<file path="src/logic/dg_regs_pkg.sv">
// host register map enum and host data layout constants
package dg_regs_pkg;

   localparam int HOST_DATA_WIDTH = 64;
   localparam int ADDR_WIDTH      = 4;

   // register opcodes, pair k lives at REG_PAIR_0 + k
   typedef enum logic [ADDR_WIDTH-1:0] {
      REG_INTERVAL = 4'd0,
      REG_PAIR_0   = 4'd1,
      REG_PAIR_1   = 4'd2,
      REG_PAIR_2   = 4'd3,
      REG_PAIR_3   = 4'd4,
      REG_PAIR_4   = 4'd5,
      REG_PAIR_5   = 4'd6,
      REG_PAIR_6   = 4'd7,
      REG_PAIR_7   = 4'd8,
      REG_PAIR_8   = 4'd9,
      REG_PAGE     = 4'd13, // write page for pair registers
      REG_PROTOCOL = 4'd14, // protocol used from next t0
      REG_COMMIT   = 4'd15  // apply staged interval
   } reg_addr_e;

   // bit positions inside host_data
   localparam int INTERVAL_LSB = 0;  // interval in low word
   localparam int DELAY_LSB    = 32; // pair delay in high word
   localparam int WIDTH_LSB    = 0;  // pair width in low word
   localparam int SELECT_LSB   = 0;  // page / protocol number
   localparam int COMMIT_BIT   = 0;
endpackage

</file>
<file path="src/logic/dg_timing_pkg.sv">
// timing dimensions, delay/width pair type, channel state enum
package dg_timing_pkg;

   // ==============================
   // dimensions
   // ==============================
   localparam int NUM_CHANNELS  = 9;  // pulse pins
   localparam int NUM_PROTOCOLS = 4;  // protocol pages
   localparam int PAGE_WIDTH    = 2;  // page index bits
   localparam int TIME_WIDTH    = 32; // delay, width, interval
   localparam int STAMP_WIDTH   = 64; // clock counter, timestamp

   // period limits in clk100 cycles
   localparam logic [TIME_WIDTH-1:0] MIN_INTERVAL     = 32'd1000;   // 10 us floor
   localparam logic [TIME_WIDTH-1:0] DEFAULT_INTERVAL = 32'd100000; // 1 ms

   // ==============================
   // types
   // ==============================
   typedef struct packed {
      logic [TIME_WIDTH-1:0] delay; // cycles from t0 to rising edge
      logic [TIME_WIDTH-1:0] width; // high time, 0 means no pulse
   } delay_width_t;

   typedef enum logic [1:0] {
      CH_IDLE  = 2'd0,
      CH_DELAY = 2'd1,
      CH_WIDTH = 2'd2
   } chan_state_e;

endpackage

</file>
<file path="src/logic/dg_host_port.sv">
// host register decoder: page writes, protocol selection, interval commit
`timescale 1ns/1ps

module dg_host_port (
   input  logic                                     clk100,
   input  logic                                     hps_fpga_reset_n,
   input  logic                                     host_write,
   input  dg_regs_pkg::reg_addr_e                   host_addr,
   input  logic [dg_regs_pkg::HOST_DATA_WIDTH-1:0]  host_data,
   output logic                                     pair_write,
   output logic [dg_timing_pkg::PAGE_WIDTH-1:0]     pair_page,
   output logic [dg_regs_pkg::ADDR_WIDTH-1:0]       pair_index,
   output dg_timing_pkg::delay_width_t              pair_value,
   output logic [dg_timing_pkg::PAGE_WIDTH-1:0]     protocol_select,
   output logic                                     interval_commit,
   output logic [dg_timing_pkg::TIME_WIDTH-1:0]     interval_value
);
   import dg_timing_pkg::*;
   import dg_regs_pkg::*;

   logic [PAGE_WIDTH-1:0] page;            // target page of pair writes
   logic [TIME_WIDTH-1:0] staged_interval; // held until commit
   logic                  is_pair;
   logic                  is_commit;
   logic [TIME_WIDTH-1:0] clamped;

   assign is_pair   = host_write && (host_addr >= REG_PAIR_0) && (host_addr <= REG_PAIR_8);
   assign is_commit = host_write && (host_addr == REG_COMMIT) && host_data[COMMIT_BIT];
   assign clamped   = (staged_interval < MIN_INTERVAL) ? MIN_INTERVAL : staged_interval;

   // ==============================
   // control registers
   // ==============================
   always_ff @(posedge clk100) begin
      if (!hps_fpga_reset_n) begin
         pair_write      <= 1'b0;
         interval_commit <= 1'b0;
         page            <= '0;
         protocol_select <= '0;
         staged_interval <= DEFAULT_INTERVAL;
      end else begin
         pair_write      <= is_pair;   // one cycle behind host strobe
         interval_commit <= is_commit;
         if (host_write) begin
            case (host_addr)
               REG_INTERVAL: staged_interval <= host_data[INTERVAL_LSB +: TIME_WIDTH];
               REG_PAGE:     page            <= host_data[SELECT_LSB +: PAGE_WIDTH];
               REG_PROTOCOL: protocol_select <= host_data[SELECT_LSB +: PAGE_WIDTH];
               default: ;
            endcase
         end
      end
   end

   // ==============================
   // write payload
   // ==============================
   always_ff @(posedge clk100) begin
      if (is_pair) begin
         pair_page        <= page;
         pair_index       <= ADDR_WIDTH'(host_addr) - ADDR_WIDTH'(REG_PAIR_0);
         pair_value.delay <= host_data[DELAY_LSB +: TIME_WIDTH];
         pair_value.width <= host_data[WIDTH_LSB +: TIME_WIDTH];
      end
      if (is_commit) begin
         interval_value <= clamped; // 1000 cycle floor
      end
   end

endmodule

</file>
<file path="config.mk">
export PLATFORM = sky130hd
export DESIGN_NAME = dg_host_port
export DESIGN_NICKNAME = d
export VERILOG_FILES = /design/src/logic/dg_regs_pkg.sv /design/src/logic/dg_timing_pkg.sv /design/src/logic/dg_host_port.sv
export SDC_FILE = /design/constraint.sdc
export NUM_CORES = 1
export LEC_CHECK = 0
export BUFFER_PORTS_ARGS = -buffer_cell sky130_fd_sc_hd__buf_4
export CAP_MARGIN = 15
export CORE_MARGIN = 5
export CORE_UTILIZATION = 49
export DETAILED_ROUTE_END_ITERATION = 8
export PLACE_DENSITY = 0.79
export SLEW_MARGIN = 10
export SYNTH_ARGS = -nofsm -noshare
export SYNTH_HDL_FRONTEND = slang
export SYNTH_SLANG_ARGS = --single-unit
</file>
<file path="constraint.sdc">
create_clock -name clk100 -period 3 [get_ports clk100]
set_input_delay 0.15 -clock clk100 [delete_from_list [all_inputs] [get_ports clk100]]
set_output_delay 0.15 -clock clk100 [all_outputs]
set_load 0.05 [all_outputs]
</file>
Yosys cells after proc, flatten, opt, wreduce, memory -nomap -nowiden
Cells that the tools add are included.
Storage, ports and cells
  register bits: 140
Operators by class
  add/sub/neg operators: 1
  reductions and logical operators: 8
  equal/unequal tests: 3
  magnitude comparators: 3
Operator list (number)
  32-bit by 10-bit < comparator with 1-bit output, second input constant: 1
  4-bit == test, second input constant: 3
  2-bit AND reduction: 3
  4-bit by 1-bit greater-or-equal comparator with 1-bit output, second input constant: 1
  4-bit less-or-equal comparator, second input constant: 1
  1-bit logical AND: 4
  4-bit zero test: 1
  4-bit by 1-bit subtractor with 4-bit output, second input constant: 1

Depth between registers and ports, before layout
Gate-level depths: netlist of run 1.
  depth in word-level cells: 3
  depth in mapped cells: 7

Worst setup path before layout of run 1
No wires, ideal clock.
  path type: input to register
  start: in host_addr[0]
  end: reg pair_index[0] (netlist bit) (enable)
  setup slack: 0.417 ns
  arrival: 2.158 ns
  stages: 4
  required time: 2.575 ns
  path through: inv_1 ha_1 mux2i_1 o211a_1
Between the ends
  longest elaborated chain between the ends: 3
RTL lines
  from (decl): RTL line dg_host_port.sv:8  | input dg_regs_pkg::reg_addr_e host_addr,
  4-bit by 1-bit greater-or-equal comparator with 1-bit output: RTL line dg_host_port.sv:27  | assign is_pair = host_write && (host_addr >= REG_PAIR_0) && (host_addr <= REG_PAIR_8);
  1-bit logical AND: RTL line dg_host_port.sv:27
  1-bit logical AND *: RTL line dg_host_port.sv:27
  via is_pair: RTL line dg_host_port.sv:23  | logic is_pair;
  to (signal assigned): RTL line dg_host_port.sv:61  | pair_index <= ADDR_WIDTH'(host_addr) - ADDR_WIDTH'(REG_PAIR_0);
  to (decl): RTL line dg_host_port.sv:12  | output logic [dg_regs_pkg::ADDR_WIDTH-1:0] pair_index,
The timed path passes the listed nets; every way through them passes the cells marked *.
A chain may end at the register's enable or synchronous reset.

Worst setup path after layout of run 1
  start: in host_addr[0]
  end: reg pair_value[43] (netlist bit) (enable)
Between the ends
  longest elaborated chain between the ends: 3
RTL lines
  4-bit by 1-bit greater-or-equal comparator with 1-bit output: RTL line dg_host_port.sv:27
  1-bit logical AND: RTL line dg_host_port.sv:27
  1-bit logical AND *: RTL line dg_host_port.sv:27
  via is_pair: RTL line dg_host_port.sv:23
  to (decl): RTL line dg_host_port.sv:13  | output dg_timing_pkg::delay_width_t pair_value,
Marked as above.

==> impl_metrics.yaml, run 1 <==
run_status:
  status: "finished clean"
floorplan:
  core_region_area_um2: 9730
  die_area_um2: 12000
  die_x_um: 110
  rows: 36
  io_pins: 177
  die_h_um: 110
  start_util_pct: 50.1
critical_path:
  regToRegSetupSlack_ns: 1.29
  cp_data_required_time_ns: 3.19
  arrival_ns: 2.26
  criticalPathCategory: "input port to flop"
  start_kind: "input port"
  end_kind: "flop"
  r2r_cells: 3
  cp_max_fo: 42
hold_path:
  hold_depth: 2
  hp-class: "input port to flop"
route:
  wire_per_inst_um: 17.0
  vias: 3348
  routed_wl_mm: 12.0
  first_pass_iters: 5
  ant_nets: 0
  routed_via_density: 4.77
  drtIter0Drc: 197
  drcViolationCount: 0
synth:
  synth_fp_nets: 402
  avgSynthCellArea_um2: 14.9
  yosys_warnings: 0
  post_synth_instance_area_um2: 4870
  synth_edf_count: 102
  ys_async_sr_fraction_pct: 0
  synth-main-ff-cell: "edfxtp_1"
  synth_cells: 327
  synth_cell_types: 33
  yosysSeqAreaShare_pct: 78.5
  ys_ff_latch: 140
clocking:
  numCtsBuffers: 17
  htree_num_levels: 4
  post-cts-setup-buffers: 0
  cts_tree: "done"
  cts_buffer_depth: 2
  clk_latency_ns: 0.52
  cts_resized: 0
  cts_num_sinks: 140
  cts_hold_buf: 68
  clkTransAtPathRegs_ns: 0.06
  cts_root_buf: "clkbuf_8"
timing:
  finalCritPeriodShare_pct: 68.9
  worst_slew_pin_slew_ns: 0.949
  timing.fmax_mhz: 484
  max-slew-margin-rel_pct: 36.6
  finalSetupViolations: 0
  maxSlewViolCount: 0
  finalHoldViolCount: 0
  finalSetupTns_ns: 0
  grt_setup_unrepaired: "false"
  fin_crit_ns: 2.07
  skew_ns: 0.0106
placed_design:
  dp.cells: 602
  gp_congestion: 0.776
  dpl.hpwl_mm: 7.50
  post_dp_cell_area_um2: 6250
  io_buffers: 176
finish:
  final_cell_mix: "buf_4 (178), edfxtp_1 (102), dlygate4sd3_1 (68)"
  layoutNonFillerInstCount: 702
  drive_gt1_share_pct: 38.7
  final_area_um2: 7470
  syn_to_final_growth_pct: 53.3
  fin_nets: 631
  antenna_cells: 0
  final_common_cell: "buf_4"
power_and_ir_drop:
  p_per_area_nw_per_um2: 636
  vdd_drop_max_v: 0.000376
  leakagePower_nw: 3.05
  total_power_mw: 4.75
grt:
  grt_max_degree: 43
  grt_overflow: 0
  grt_use_total_pct: 20.3
  grt_pass1_wl_mm: 17.9
  first_global_vias: 3487
  antenna_found_initial: 0
run:
  maxCapViolCount: 0
cell type report:
| class | instances | area [um2] |
|---|---|---|
| fillers | 593 | 2260 |
| clock buffers | 20 | 435 |
| well taps | 133 | 166 |
| inverters | 7 | 26.3 |
| clock inverters | 12 | 98.8 |
| multi-input cells | 143 | 881 |
| flip-flops and latches | 140 | 3820 |
| repair buffers | 247 | 2040 |
routing by layer:
metal | part of all wire, % | GRT usage (%)
met2 | 55 | 37.1
met3 | 6.8 | 5.58
met4 | 2.0 | 8.99
met5 | 0 | 0
met1 | 36 | 21.9
cells by family (layout without fill, tap and decap cells):
group | Yosys count | count (layout) | synth area share (%)
AND/OR/NAND/NOR | 93 | 93 | 8.83
XOR/XNOR | 2 | 2 | 0.360
flip-flops | 140 | 140 | 78.5
multiplexers | 5 | 5 | 1.03
buffers and inverters | 44 | 286 | 4.06
AO/OA/AOI/OAI | 39 | 39 | 6.21
adder cells (fa/ha/maj) | 4 | 4 | 1.03
synth_stat cells, types with 2 or more instances:
master / instances / area [um2]
edfxtp_1: 102 / 3060
nor4_1: 4 / 25.0
xor2_1: 2 / 17.5
mux2i_1: 5 / 50.1
clkbuf_1: 26 / 97.6
a21boi_1: 8 / 60.1
nand4_1: 2 / 12.5
a31oi_1: 4 / 25.0
nand2_1: 66 / 248
nor2_1: 2 / 7.51
dfxtp_1: 38 / 761
inv_1: 7 / 26.3
buf_4: 3 / 22.5
a21o_2: 5 / 43.8
a21boi_0: 18 / 135
nand3_1: 7 / 35.0
buf_2: 6 / 30.0
ha_1: 4 / 50.1
nor2b_1: 4 / 25.0
flip-flops by register name, summed over array words and instances (netlist names):
| name | cells |
|---|---|
| interval_value | 32 |
| interval_commit | 1 |
| page | 2 |
| pair_write | 1 |
| pair_index | 4 |
| pair_value | 64 |
| staged_interval | 32 |
| pair_page | 2 |
| protocol_select | 2 |
power by group:
part / switching [mW] / internal [mW] / total [mW]
sequential: 0.0305 / 2.18 / 2.21
combinational: 0.436 / 0.246 / 0.682
clock: 0.749 / 1.11 / 1.86
total: 1.21 / 3.54 / 4.75
critical path, stage by stage:
cell           delay, ns
dlygate4sd3_1       0.53
buf_4               0.15
inv_1               0.09
ha_1                0.25
mux2i_1             0.28
o211a_4             0.48
buf_12              0.29
through the flow:
stage,hold WS (ns),utilization (%),setup slack (ns)
after floorplan,0.249,-,0.417
after detailed placement,0.330,64.3,0.949
after global routing,0.0273,76.8,0.824
after global placement,0.329,64.3,1.00
after CTS,0.00458,76.8,0.937
final,0.0317,76.8,0.934
path summary, 6_finish.rpt:
path                       end           startpoint
max             pair_value[43]         host_addr[0]
min              pair_index[3]         host_addr[3]
max reg2reg  interval_value[0]  staged_interval[16]
min reg2reg       pair_page[0]              page[0]
Note: power is estimated with default switching activity, not from simulation.
==> run 2: changes to the inputs <==
--- a/config.mk
+++ b/config.mk
@@ -8,9 +8,9 @@
 export BUFFER_PORTS_ARGS = -buffer_cell sky130_fd_sc_hd__buf_4
 export CAP_MARGIN = 15
 export CORE_MARGIN = 5
-export CORE_UTILIZATION = 49
+export CORE_UTILIZATION = 44
 export DETAILED_ROUTE_END_ITERATION = 8
-export PLACE_DENSITY = 0.79
+export PLACE_DENSITY = 0.75
 export SLEW_MARGIN = 10
 export SYNTH_ARGS = -nofsm -noshare
 export SYNTH_HDL_FRONTEND = slang
==> constraint.sdc (replaced) <==
create_clock -name clk100 -period 1.82 [get_ports clk100]
set_input_delay 0.091 -clock clk100 [delete_from_list [all_inputs] [get_ports clk100]]
set_output_delay 0.091 -clock clk100 [all_outputs]
set_load 0.05 [all_outputs]
==> run 2 against run 1 <==
  * Sequential power is 65% higher
  * Via count up 2.0%
  * Global-route usage shrank 1.4 points
  * Non-clock buffer count rose by 5
  * Critical path depth stayed put
  * Combinational power is 67% higher
  * Clock-buffer cell count did not move
  * Largest cell class unchanged
  * Largest power group unchanged
  * Highest routed layer unchanged
==> impl_metrics.yaml, run 2 (same netlist as run 1, synthesis figures left out) <==
timing:
  skew_ns: 0.0137
  max-slew-margin-rel_pct: 69.6
  finalSetupViolations: 0
  finalHoldViolCount: 0
  finalSetupTns_ns: 0
  worst_slew_pin_slew_ns: 0.456
  finalHoldWorstSlack_ns: 0.281
  maxSlewViolCount: 0
  timing.fmax_mhz: 569
  grt_setup_unrepaired: "false"
  fin_crit_ns: 1.76
  finalCritPeriodShare_pct: 96.5
run:
  maxCapViolCount: 0
route:
  routed_via_density: 4.78
  drtIter0Drc: 212
  routed_wl_mm: 12.4
  wire_per_inst_um: 17.3
  drcViolationCount: 0
  first_pass_iters: 4
  vias: 3414
  ant_nets: 0
finish:
  top_regs: "pair_value x64, interval_value x32, staged_interval x32"
  drive_gt1_share_pct: 39.5
  fin_nets: 636
  regMostFlops: "pair_value"
  largest_reg_flops: 64
  layoutNonFillerInstCount: 714
  final_area_um2: 7670
  final_cell_mix: "buf_4 (178), edfxtp_1 (102), dlygate4sd3_1 (70)"
  multi_input_comb_area_um2: 892
  seqCellArea_um2: 3820
  syn_to_final_growth_pct: 57.3
  antenna_cells: 0
  nFillCells: 724
  final_common_cell: "buf_4"
floorplan:
  rows: 38
  io_pins: 177
  start_util_pct: 44.9
  core_region_area_um2: 10800
  die_h_um: 115
  die_area_um2: 13300
  die_x_um: 115
grt:
  grt_overflow: 0
  first_global_vias: 3523
  antenna_found_initial: 0
  grt_use_total_pct: 18.9
  grt_pass1_wl_mm: 18.6
  grt_max_degree: 43
clocking:
  cts_root_buf: "clkbuf_8"
  cts_buffer_depth: 2
  clk_latency_ns: 0.53
  clkTransAtPathRegs_ns: 0.06
  numCtsBuffers: 17
  cts_num_sinks: 140
  htree_num_levels: 4
  cts_tree: "done"
critical_path:
  startpoint: "host_addr[0]"
  regToRegSetupSlack_ns: 0.18
  arrival_ns: 1.97
  criticalPathCategory: "input port to flop"
  cp_data_required_time_ns: 2.03
  cp_max_fo: 42
  r2r_start: "staged_interval[16]"
  start_kind: "input port"
  end_kind: "flop"
placed_design:
  gp_congestion: 0.771
  post_dp_cell_area_um2: 6330
  dpl.hpwl_mm: 7.59
  io_buffers: 176
  dp.cells: 612
hold_path:
  hp-start: "host_data[56]"
  hp-class: "input port to flop"
run_status:
  status: "finished clean"
power_and_ir_drop:
  total_power_mw: 8.44
  vdd_drop_max_v: 0.000645
  p_per_area_nw_per_um2: 1100
  leakagePower_nw: 3.13
[run 2: changes by cell type in the layout (fill, tap and decap cells not counted), moves of 2 or more]
cell	change
dlygate4sd3_1	+2
bufinv_16	+4
buf_12	+3
clkinv_2	-2
[run 2: through the flow]
stage	setup WS [ns]	util [%]
3_3_place_gp	0.181	58.4
2_1_floorplan	0.144	-
6_report	0.0631	70.7
4_1_cts	0.0924	70.7
3_5_place_dp	0.112	58.4
5_1_grt	0.00735	70.7
[run 2: what timing repair did]
item                       in CTS  in global routing
setup buffers                   0                  0
setup endpoints to repair       0                 55
hold endpoints to repair      104                  0
hold buffers                   70                  0
gates resized for setup         0                  2
[run 2: worst max-delay path: stages]
cell and delay, ns:
dlygate4sd3_1 0.54, buf_4 0.15, inv_1 0.12, ha_2 0.27, mux2i_2 0.29, o211a_4 0.23
buf_12 0.23
[run 2: cell type report]
cell class | count | share of cell area (%)
clock buffer | 20 | 5.68
clock inverter | 12 | 2.56
timing repair buffer | 252 | 27.6
tap | 140 | 2.28
inverter | 7 | 0.343
sequential | 140 | 49.9
multi-input combinational | 143 | 11.6
[run 2: worst paths after layout]
path | to | cells after the start
max | pair_value[6] | 7
min | pair_value[56] | 2
min reg2reg | pair_page[1] | 0
max reg2reg | interval_value[4] | 3
[run 2: per-layer routing]
layer	global-route usage (%)	routed length (um)	up-vias
li1	-	-	1614
met1	20.8	4720	1641
met2	34.0	6460	140
met3	6.68	1010	19
met4	6.34	185	0
met5	0	0	-
[run 2: power breakdown]
part           switching [mW]  internal (mW)  total (mW)  leakage, nW
Sequential             0.0550           3.59        3.65         1.30
Combinational           0.725          0.420        1.14         1.52
Clock                    1.26           2.39        3.65        0.301
